--- config.mk ---
export PLATFORM = sky130hd
export DESIGN_NAME = fscpu
export DESIGN_NICKNAME = d
export VERILOG_FILES = /design/src/logic/fscpu_pkg.sv /design/src/logic/fscpu.sv /design/src/logic/motor_drive.sv /design/src/logic/device_sequencer.sv /design/src/logic/motor_param_bank.sv
export SDC_FILE = /design/constraint.sdc
export NUM_CORES = 1
export LEC_CHECK = 0
export CORE_AREA = 5 5 215 217
export DETAILED_ROUTE_END_ITERATION = 10
export DIE_AREA = 0 0 220 222
export DONT_BUFFER_PORTS = 1
export PLACE_DENSITY = 0.65
export SETUP_SLACK_MARGIN = 0.2
export SLEW_MARGIN = 0
export SYNTH_ARGS = -nofsm -noshare
export SYNTH_HDL_FRONTEND = slang
export SYNTH_SLANG_ARGS = --single-unit
--- constraint.sdc ---
create_clock -name clk -period 8.2 [get_ports clk]
set_input_delay 0.41 -clock clk [delete_from_list [all_inputs] [get_ports clk]]
set_output_delay 0.41 -clock clk [all_outputs]
set_load 0.1 [all_outputs]
--- src/logic/fscpu_pkg.sv ---
`default_nettype none

package fscpu_pkg;

	// motor channels
	localparam int num_motors  = 4;
	localparam int motor_idx_w = $clog2(num_motors);

	// channel index doubles as the record command code
	localparam int motor_lp = 0;	// left push
	localparam int motor_rp = 1;	// right push
	localparam int motor_xa = 2;	// x align
	localparam int motor_ya = 3;	// y align

	// control commands
	localparam int req_frm_dly = 29;	// clears staging only
	localparam int req_exe     = 30;
	localparam int req_stop    = 31;

	localparam int cmd_w   = 32;
	localparam int par_w   = 32;
	localparam int speed_w = 32;
	localparam int step_w  = 32;

	// bit 1 of par0 selects the move direction
	localparam int dir_bit = 1;

	typedef logic [num_motors-1:0] dev_bmp_t;

	// one host request
	typedef struct packed {
		logic [cmd_w-1:0] cmd;
		logic [par_w-1:0] par0;	// flags
		logic [par_w-1:0] par1;	// speed
		logic [par_w-1:0] par2;	// step count
		logic [par_w-1:0] par3;	// unused here
	} req_t;

	// recorded move of one channel
	typedef struct packed {
		logic [speed_w-1:0] speed;
		logic [step_w-1:0]  step;
		logic               dir;
	} motor_cmd_t;

	// toward one motor
	typedef struct packed {
		logic               sel;
		logic               start;
		logic               stop;
		logic [speed_w-1:0] speed;
		logic [step_w-1:0]  step;
		logic               dir;
	} motor_out_t;

endpackage

`default_nettype wire
--- src/logic/fscpu.sv ---
`timescale 1ns/10ps
`default_nettype none

module fscpu (
	input  logic                                              clk,
	input  logic                                              resetn,
	input  logic                                              req_en,
	input  fscpu_pkg::req_t                                   req,
	output logic                                              req_done,
	input  fscpu_pkg::dev_bmp_t                               motor_busy,
	output fscpu_pkg::motor_out_t [fscpu_pkg::num_motors-1:0] motor
);

	fscpu_pkg::motor_cmd_t [fscpu_pkg::num_motors-1:0] motor_cmd;
	fscpu_pkg::dev_bmp_t                               oper;
	fscpu_pkg::dev_bmp_t                               done;

	// recorded parameters
	motor_param_bank i_param_bank (
		.clk    (clk),
		.resetn (resetn),
		.req_en (req_en),
		.req    (req),
		.cmd    (motor_cmd)
	);

	// staging, run bitmap and completion
	device_sequencer i_dev_seq (
		.clk      (clk),
		.resetn   (resetn),
		.req_en   (req_en),
		.req_cmd  (req.cmd),
		.done     (done),
		.oper     (oper),
		.req_done (req_done)
	);

	// lp, rp, xa, ya in index order
	genvar i;
	generate
		for (i = 0; i < fscpu_pkg::num_motors; i = i + 1) begin : g_drive
			motor_drive i_drive (
				.clk    (clk),
				.resetn (resetn),
				.enable (oper[i]),
				.cmd    (motor_cmd[i]),
				.busy   (motor_busy[i]),
				.done   (done[i]),
				.motor  (motor[i])
			);
		end
	endgenerate

endmodule

`default_nettype wire

--- src/logic/motor_drive.sv ---
`timescale 1ns/10ps
`default_nettype none

module motor_drive (
	input  logic                  clk,
	input  logic                  resetn,
	input  logic                  enable,
	input  fscpu_pkg::motor_cmd_t cmd,
	input  logic                  busy,
	output logic                  done,
	output fscpu_pkg::motor_out_t motor
);

	typedef enum logic [2:0] {
		st_idle,
		st_launch,
		st_wait_busy,
		st_wait_idle,
		st_finished
	} state_t;

	state_t                state;
	state_t                state_nxt;
	fscpu_pkg::motor_cmd_t move;	// held for the whole move

	always_comb begin
		state_nxt = state;
		case (state)
			st_idle: begin
				if (enable)
					state_nxt = st_launch;
			end
			st_launch: begin
				state_nxt = st_wait_busy;
			end
			st_wait_busy: begin
				if (busy)
					state_nxt = st_wait_idle;
			end
			st_wait_idle: begin
				if (!busy)
					state_nxt = st_finished;
			end
			st_finished: begin
				state_nxt = st_finished;	// until enable drops
			end
			default: begin
				state_nxt = st_idle;
			end
		endcase
		if (!enable)
			state_nxt = st_idle;
	end

	always_ff @(posedge clk) begin
		if (!resetn)
			state <= st_idle;
		else
			state <= state_nxt;
	end

	// capture the move on the way into launch
	always_ff @(posedge clk) begin
		if (state == st_idle && enable)
			move <= cmd;
	end

	assign done = (state == st_finished);

	// motor side
	assign motor.sel   = enable && (state != st_idle);
	assign motor.start = enable && (state == st_launch);	// one cycle
	assign motor.stop  = !enable && busy;	// abort a move still running
	assign motor.speed = move.speed;
	assign motor.step  = move.step;
	assign motor.dir   = move.dir;

endmodule

`default_nettype wire

--- src/logic/device_sequencer.sv ---
`timescale 1ns/10ps
`default_nettype none

module device_sequencer (
	input  logic                        clk,
	input  logic                        resetn,
	input  logic                        req_en,
	input  logic [fscpu_pkg::cmd_w-1:0] req_cmd,
	input  fscpu_pkg::dev_bmp_t         done,
	output fscpu_pkg::dev_bmp_t         oper,
	output logic                        req_done
);

	fscpu_pkg::dev_bmp_t staging;
	fscpu_pkg::dev_bmp_t rec_bit;	// channel named by a record command

	logic is_record;
	logic is_exe;
	logic is_stop;
	logic all_done;

	// command decode
	assign is_record = (req_cmd < fscpu_pkg::num_motors);
	assign is_exe    = (req_cmd == fscpu_pkg::req_exe);
	assign is_stop   = (req_cmd == fscpu_pkg::req_stop);

	always_comb begin
		rec_bit = '0;
		rec_bit[req_cmd[fscpu_pkg::motor_idx_w-1:0]] = 1'b1;
	end

	// every running channel has reported
	assign all_done = (oper != '0) && ((done & oper) == oper);

	// staging bitmap, built up by record commands
	always_ff @(posedge clk) begin
		if (!resetn) begin
			staging <= '0;
		end else if (req_en) begin
			if (is_record)
				staging <= staging | rec_bit;
			else
				staging <= '0;	// exe, stop, frame delay and unknown codes
		end else if (all_done) begin
			staging <= '0;
		end
	end

	// running bitmap
	always_ff @(posedge clk) begin
		if (!resetn) begin
			oper <= '0;
		end else if (req_en) begin
			if (is_exe)
				oper <= staging;
			else if (is_stop)
				oper <= '0;
		end else if (all_done) begin
			oper <= '0;	// drops the drives back to idle
		end
	end

	always_ff @(posedge clk) begin
		if (!resetn)
			req_done <= 1'b0;
		else if (req_en)
			req_done <= 1'b0;	// any new request
		else if (all_done)
			req_done <= 1'b1;
	end

endmodule

`default_nettype wire

--- src/logic/motor_param_bank.sv ---
`timescale 1ns/10ps
`default_nettype none

module motor_param_bank (
	input  logic                                              clk,
	input  logic                                              resetn,
	input  logic                                              req_en,
	input  fscpu_pkg::req_t                                   req,
	output fscpu_pkg::motor_cmd_t [fscpu_pkg::num_motors-1:0] cmd
);

	// decoded fields shared by every channel
	logic [fscpu_pkg::speed_w-1:0] req_speed;
	logic [fscpu_pkg::step_w-1:0]  req_step;
	logic                          req_dir;

	assign req_speed = req.par1[fscpu_pkg::speed_w-1:0];
	assign req_step  = req.par2[fscpu_pkg::step_w-1:0];
	assign req_dir   = req.par0[fscpu_pkg::dir_bit];

	genvar i;
	generate
		for (i = 0; i < fscpu_pkg::num_motors; i = i + 1) begin : g_chan
			logic hit;

			// record command code equals channel index
			assign hit = req_en && (req.cmd == i);

			always_ff @(posedge clk) begin
				if (!resetn) begin
					cmd[i] <= '0;
				end else if (hit) begin
					cmd[i].speed <= req_speed;
					cmd[i].step  <= req_step;
					cmd[i].dir   <= req_dir;
				end
			end
		end
	endgenerate

endmodule

`default_nettype wire

Yosys cells after proc, flatten, opt, wreduce, memory -nomap -nowiden
Cells that the tools add are included.
Widths: inputs -> output; s select.
{"block": "totals", "regBits": 541, "in_bits": 167, "out_inout_bits": 273, "word_cells": 135}
{"block": "op_classes", "order_cmp": 3, "eq_ne": 31, "mux": 20, "n_bitwise": 3, "n_reduce_logical": 47}
{"op": "$eq 32x2->1 const B", "count": 2}
{"op": "$eq 32x5->1 const B", "count": 2}
{"op": "$pmux 3 s5", "count": 4}
{"op": "$eq 32x1->1 const B", "count": 1}
{"op": "$logic_not 32->1", "count": 1}
{"op": "$lt 32x3->1 const B", "count": 1}
{"op": "$eq 3x2->1 const B", "count": 8}
{"op": "$mux 3", "count": 8}
{"op": "$mux 4", "count": 6}
{"op": "$logic_and 1x1->1", "count": 22}
{"op": "$reduce_and 2->1", "count": 9}
{"op": "$ne 2x2->1 const B", "count": 8}
{"op": "$eq 3x1->1 const B", "count": 4}
{"op": "$eq 3x3->1 const B", "count": 4}
{"op": "$logic_not 3->1", "count": 4}
{"op": "$reduce_bool 3->1", "count": 4}
{"op": "$and 4x4->4", "count": 1}
{"op": "$eq 4x4->1", "count": 1}
{"op": "$logic_not 1->1", "count": 4}
{"op": "$or 4x4->4", "count": 1}
{"op": "$reduce_bool 4->1", "count": 1}
{"op": "$lt 2x3->1 const B", "count": 1}
{"op": "$ne 3x1->1 const B", "count": 1}
{"op": "$demux 1 s2", "count": 1}
{"op": "other kinds (5)", "count": 5}

Depth between registers and ports, before layout
Gate-level depths: netlist of the first run.
{"block": "logic_depth", "depth_word": 7, "ltp_mapped": 8, "mapped_depth_nobuf": 5}

Modules after synthesis
A second synthesis of the first run with hierarchy kept.
{"block": "hier_totals", "hier_cells": 1311, "hier_area_um2": 18470.2}
{"module": "motor_param_bank", "n_inst": 1, "cells_each": 923, "area_per_inst_um2": 9466.6, "seq_area_each_um2": 5205.0}
{"module": "motor_drive", "n_inst": 4, "cells_each": 82, "area_per_inst_um2": 2119.5, "seq_area_each_um2": 2011.9}
{"module": "device_sequencer", "n_inst": 1, "cells_each": 60, "area_per_inst_um2": 525.5, "seq_area_each_um2": 180.2}

Least setup slack after synthesis of the first run
OpenSTA, ideal clock, no wires.
{"block": "synth_timing", "kind": "reg2reg", "start": "register i_dev_seq.oper[1]", "end": "register g_drive[1].i_drive.move, in the netlist g_drive[1].i_drive.motor[0], enable pin", "setup_time_ps": 672, "arrival_ps": 7277, "required_ps": 7528, "path_slack_ps": 251, "stages_incl_launch_ff": 3, "path_buffers": 1, "synth_period_minus_slack_ps": 7949, "cell_sequence": "dfxtp_1 > clkbuf_1 > nor4b_1"}
{"block": "synth_via", "elab_chain_cells": 1}
{"item": "from (decl)", "line": "device_sequencer.sv:10", "text": "output fscpu_pkg::dev_bmp_t oper,"}
{"item": "from (signal assigned)", "line": "device_sequencer.sv:55", "text": "oper <= staging;"}
{"item": "$logic_and 1x1->1", "line": "motor_drive.sv:64", "text": "if (state == st_idle && enable)"}
{"item": "to (signal assigned)", "line": "motor_drive.sv:65", "text": "move <= cmd;"}
{"item": "to (decl)", "line": "motor_drive.sv:24", "text": "fscpu_pkg::motor_cmd_t move;"}
No other way between the ends.
A chain may end at the register's enable or synchronous reset.

Worst setup path in the final report of the first run
{"block": "layout_timing", "start": "input port req[130] (netlist bit)", "end": "register i_param_bank.cmd[72] (netlist name)"}
{"block": "layout_via", "elab_chain_cells": 2}
{"item": "from (decl)", "line": "fscpu.sv:8", "text": "input fscpu_pkg::req_t req,"}
{"item": "$eq 32x1->1", "line": "motor_param_bank.sv:27", "text": "assign hit = req_en && (req.cmd == i);"}
{"item": "$logic_and 1x1->1", "line": "motor_param_bank.sv:27"}
No other way between the ends.

==> flow_summary.ini, run 1 <==
[status]
status = finished, final reports clean

[min_path]
hold_start = req[74]
hold_class = input port to register

[synth]
syn-num-nets = 1492
synth.avg_cell_area_um2 = 13.1
netlist.area_leader.share = 0.450
ys_seq_elements = 541
synth.most_common_cell = dfxtp_1
yosys_warnings = 0
synthTopCellsByCount = dfxtp_1, nand3_1, edfxtp_1
synth_seq_area_share = 0.774
async_flop_share = 0
synth_area_leaders = edfxtp_1, dfxtp_1, nand3_1
post-synth-top-area-cell = edfxtp_1
synth-edff-count = 260
ys.flop_type = dfxtp_1
synth_cell_types = 33
syn_inst = 1325
netlist_area_um2 = 17300

[setup_path]
start_kind = input port
path_delay_family = simple AND/OR/NAND/NOR gates
path_cells = nor3_1 -> nand4_4 -> buf_4 -> nand3_1 -> o21ai_0
critPathKind = input port to register
worstSetupEndpointType = register
worst-path-max-fanout = 71
cpMaxStageDelayCell = nand4_4
path_buf_inv = 1
required_ns = 8.62
r2r_start = i_dev_seq.oper[0]
setup.worst_path.start = req[130]
slowest_delay_ns = 0.87
cp_data_arrival_time_ns = 2.88

[global_routing]
grt_usage = 0.168
grt_pass1_wl_um = 62500
grt_pass1_vias = 9595
grt_overflow_total = 0
antenna_found_initial = 6
grt_max_degree = 293

[power_and_ir_drop]
ir_worst_vdd_mv = 0.161
leakage_nw = 7.18
p_comb_frac = 0.010
clock_power_share = 0.453
totalPowerFinal_w = 0.00522
p_per_area_nw_per_um2 = 265
switchingPower_w = 0.00103
swShare = 0.197
pwr-share-seq = 0.537
intPower_w = 0.00420

[timing]
max_freq_mhz = 407
timing.slew.headroom = 0.275
fin_crit_sh = 0.300
finalClockSkew_ns = 0.0136
rsz0062_at_grt = no
finalSetupTns_ns = 0
worst_pin_slew_ns = 1.08
setup_ws_ns = 5.74
finalHoldViolCount = 0
maxSlewViolCount = 0
setup_violations = 0
fin_crit_ns = 2.46

[clock_network]
cts.path.max_buffers = 3
cts_max_level = 2
clk_latency_ns = 0.57
cts_sinks = 541
cts_made_buffers = 52
post_cts_buffers = 0
path_clk_slew_ns = 0.06
cts_root_buf = clkbuf_16
cts_tree = yes
cts_resized = 0

[floorplan]
die_area_um2 = 48800
coreArea_um2 = 43900
dieWidth_um = 220
ioPinCount = 440
die_h_um = 222
start_util = 0.395
num_rows = 77

[final_layout]
drive_above_1_share = 0.0852
nets = 1474
area_growth_pct = 13.8
n_fill_cell = 3945
design_area_um2 = 19700

[drt]
drc_errors = 0
dr.pass1.iters = 4
post_drt_via_cell_ratio = 5.20
routed-via-count = 10100
postRouteAntennaNets = 0
drt-initial-drc-count = 778
wl_um = 43000
wl_per_cell_um = 22.2

[run]
cap_violations = 0

[placed_design]
place_ws_ns = 5.16
gp_congestion = 0.784
dpl.hpwl_um = 27100
portBuffers = 0
dpl_cell_area_um2 = 17900
[worst paths after layout]
kind | depth (start not counted) | slack, ns | endpoint
worst min register to register | 0 | 0.41 | g_drive[1].i_drive.motor[35]
worst max-delay path | 5 | 5.74 | i_param_bank.cmd[72]
worst max register to register | 3 | 6.00 | g_drive[0].i_drive.motor[5]
worst min-delay path | 2 | 0.05 | i_param_bank.cmd[173]
[per-stage QoR]
stage	utilization	hold slack [ns]	std cells
3_3_place_gp	0.407	0.412	1835
4_1_cts	0.449	0.000832	1941
5_1_grt	0.449	0.00651	1941
6_report	0.449	0.0490	1942
2_1_floorplan	-	0.408	1325
3_5_place_dp	0.407	0.414	1835
[registers in the layout, summed over array words and instances, names as in the netlist]
signal and cells:
i_dev_seq.staging 4, i_param_bank.cmd 260, i_dev_seq.oper 4, g_drive.i_drive.motor 260, i_dev_seq.req_done 1, g_drive.i_drive.state 12
[layer usage]
metal | routed length (um) | vias up | track usage | part of all wire
met5 | 47 | - | 0 | 0.0011
li1 | - | 4815 | - | -
met1 | 16900 | 4837 | 0.203 | 0.39
met2 | 20800 | 375 | 0.278 | 0.48
met3 | 4520 | 66 | 0.0757 | 0.11
met4 | 783 | 6 | 0.0378 | 0.018
[power groups by stage]
stage               logic (W)  registers [W]  clock network [W]
finish              0.0000514        0.00280            0.00237
global route        0.0000555        0.00280            0.00254
CTS                 0.0000526        0.00280            0.00242
detailed placement  0.0000407        0.00286                  0
global placement    0.0000395        0.00286                  0
floorplan           0.0000461        0.00286                  0
[timing repair]
action,CTS,global route
endpoints found under the setup margin,0,0
hold buffers,10,0
hold endpoints to repair,57,0
[cell families after synthesis]
logic type             after synthesis  synth area share
AO/OA/AOI/OAI                      280            0.0837
flip-flops                         541             0.774
AND/OR/NAND/NOR                    404             0.118
buffers and inverters              100            0.0243
[cell type report]
class / count / area (um2) / share of cell area
Sequential cell: 541 / 13400 / 0.680
Clock buffer: 75 / 1550 / 0.0786
Multi-Input combinational cell: 684 / 3580 / 0.182
Clock inverter: 21 / 179 / 0.00906
Tap cell: 592 / 741 / 0.0375
Timing Repair Buffer: 28 / 253 / 0.0128
Antenna cell: 1 / 2.50 / 0.000127
[worst register-to-register path, delay by kind of cell, from the launching register on]
family        cells  cell delay, ns
simple gates      1            0.25
flops             1            0.49
buf+inv           2            1.05
[placed cells by master, fill, tap and decap left out, drive strengths merged, types with 7 or more instances in the layout]
| cell type | count |
|---|---|
| dfxtp | 281 |
| nand3 | 262 |
| o21ai | 261 |
| edfxtp | 260 |
| clkbuf | 75 |
| nand2 | 70 |
| buf | 19 |
| clkinv | 15 |
| nor2 | 14 |
| and3 | 9 |
| dlygate4sd3 | 9 |
| nor4 | 7 |
Note: power is estimated with default switching activity, not from simulation.
==> run 2: changes to the inputs <==
clock period = 2.05 ns   (was 8.2 ns; I/O delays follow)
==> flow_summary.ini, run 2 (same netlist as run 1, synthesis figures left out) <==
[setup_path]
cp_data_arrival_time_ns = 2.28
path_delay_family = compound AO/OA/AOI/OAI gates
slowest_delay_ns = 0.40
path_cells = or3b_4 -> a222oi_1 -> nand2_1 -> o211a_1 -> a22o_1
r2r_slack_ns = 0.24
cpMaxStageDelayCell = or3b_4
critPathKind = register to register
worst-path-max-fanout = 4
path_buf_inv = 0
start_kind = register
required_ns = 2.51
worstSetupEndpointType = register

[floorplan]
start_util = 0.395
num_rows = 77
ioPinCount = 440
die_h_um = 222
dieWidth_um = 220
coreArea_um2 = 43900
die_area_um2 = 48800

[final_layout]
area_growth_pct = 45.1
final_core_util = 0.573
nets = 2058
n_fill_cell = 3387
final_common_cell = dlygate4sd3_1
design_area_um2 = 25200
mostFrequentLayoutCells = dlygate4sd3_1, buf_4, dfxtp_1
drive_above_1_share = 0.214

[placed_design]
portBuffers = 0
place_ws_ns = 0.170
dpl.hpwl_um = 28300
dpl_cell_area_um2 = 20100
gp_congestion = 0.779

[clock_network]
cts_tree = yes
cts_root_buf = clkbuf_16
cts_sinks = 541
cts_max_level = 2
cts_made_buffers = 52
cts.path.max_buffers = 3
clk_latency_ns = 0.59
path_clk_slew_ns = 0.06

[run]
cap_violations = 0

[timing]
finalClockSkew_ns = 0.0245
fin_crit_ns = 1.81
setup_violations = 0
max_freq_mhz = 552
fin_crit_sh = 0.884
whs_ns = 0.0119
worst_pin_slew_ns = 0.717
finalHoldViolCount = 0
maxSlewViolCount = 0
timing.slew.headroom = 0.522
setup_ws_ns = 0.237
rsz0062_at_grt = yes

[global_routing]
grt_overflow_total = 0
grt_max_degree = 245
grt_usage = 0.206
grt_pass1_wl_um = 78800
grt_pass1_vias = 13700
antenna_found_initial = 2

[drt]
postRouteAntennaNets = 0
wl_um = 51900
post_drt_via_cell_ratio = 5.17
routed-via-count = 13100
drc_errors = 0
wl_per_cell_um = 20.5
dr.pass1.iters = 6
drt-initial-drc-count = 1175

[power_and_ir_drop]
p_per_area_nw_per_um2 = 857
leakage_nw = 9.60
totalPowerFinal_w = 0.0216
ir_worst_vdd_mv = 0.785

[status]
status = finished, final reports clean

[min_path]
hold_class = input port to register
-- run 2: cell count changes in the layout (fill, tap and decap cells not counted), sizes merged --
cell / previous run / this run
dlygate4sd3: 9 / 314
buf: 19 / 298
clkbuf: 75 / 67
bufinv: 2 / 7
inv: 3 / 6
clkinv: 15 / 16
diode: 1 / 2
-- run 2: report_power, final --
part	internal, W	switching [W]	total (W)	leakage (nW)
Clock	0.00593	0.00408	0.0100	0.897
Sequential	0.0112	0.000000000000536	0.0112	5.29
Combinational	0.000154	0.000211	0.000365	3.41
-- run 2: final cells by class --
| type | instances | area, um2 | area share |
|---|---|---|---|
| sequential | 541 | 13400 | 0.534 |
| tap | 592 | 741 | 0.0294 |
| multi-input combinational | 684 | 3630 | 0.144 |
| antenna | 2 | 5.00 | 0.000199 |
| clock inverter | 30 | 347 | 0.0138 |
| timing repair buffer | 612 | 5540 | 0.220 |
| clock buffer | 67 | 1460 | 0.0580 |
-- run 2: final timing paths --
kind,start,cells after the start,to
min reg2reg,i_param_bank.cmd[204],0,g_drive[3].i_drive.motor[9]
max,g_drive[2].i_drive.state[0],5,i_dev_seq.oper[1]
min,req[66],2,i_param_bank.cmd[165]
max reg2reg,g_drive[2].i_drive.state[0],5,i_dev_seq.oper[1]
-- run 2: through the flow --
step / instances / setup TNS [ns]
3_3_place_gp: 2113 / 0
3_5_place_dp: 2113 / 0
4_1_cts: 2525 / 0
6_report: 2528 / 0
5_1_grt: 2527 / 0
2_1_floorplan: 1325 / -247.75
-- run 2: worst reg2reg max path: cells and delay by family (launching register included) --
kind / cells / cell delay, ns
AO/OA/AOI/OAI: 3 / 0.89
AND/OR/NAND/NOR: 2 / 0.50
flip-flops: 1 / 0.32
-- run 2: repair_timing --
item	4_1_cts	5_1_grt
hold buffers	315	0
gates resized for setup	5	15
setup endpoints to repair	4	96
pin swaps	0	6
endpoints found under the hold margin	281	0
setup buffers	0	1
-- run 2: layer usage --
metal  global-route usage  share of wire  up-vias
li1                     -              -     5991
met1                0.245           0.37     6330
met2                0.355           0.50      617
met3               0.0639          0.097      122
met4               0.0691          0.032        2
met5                    0        0.00025        -
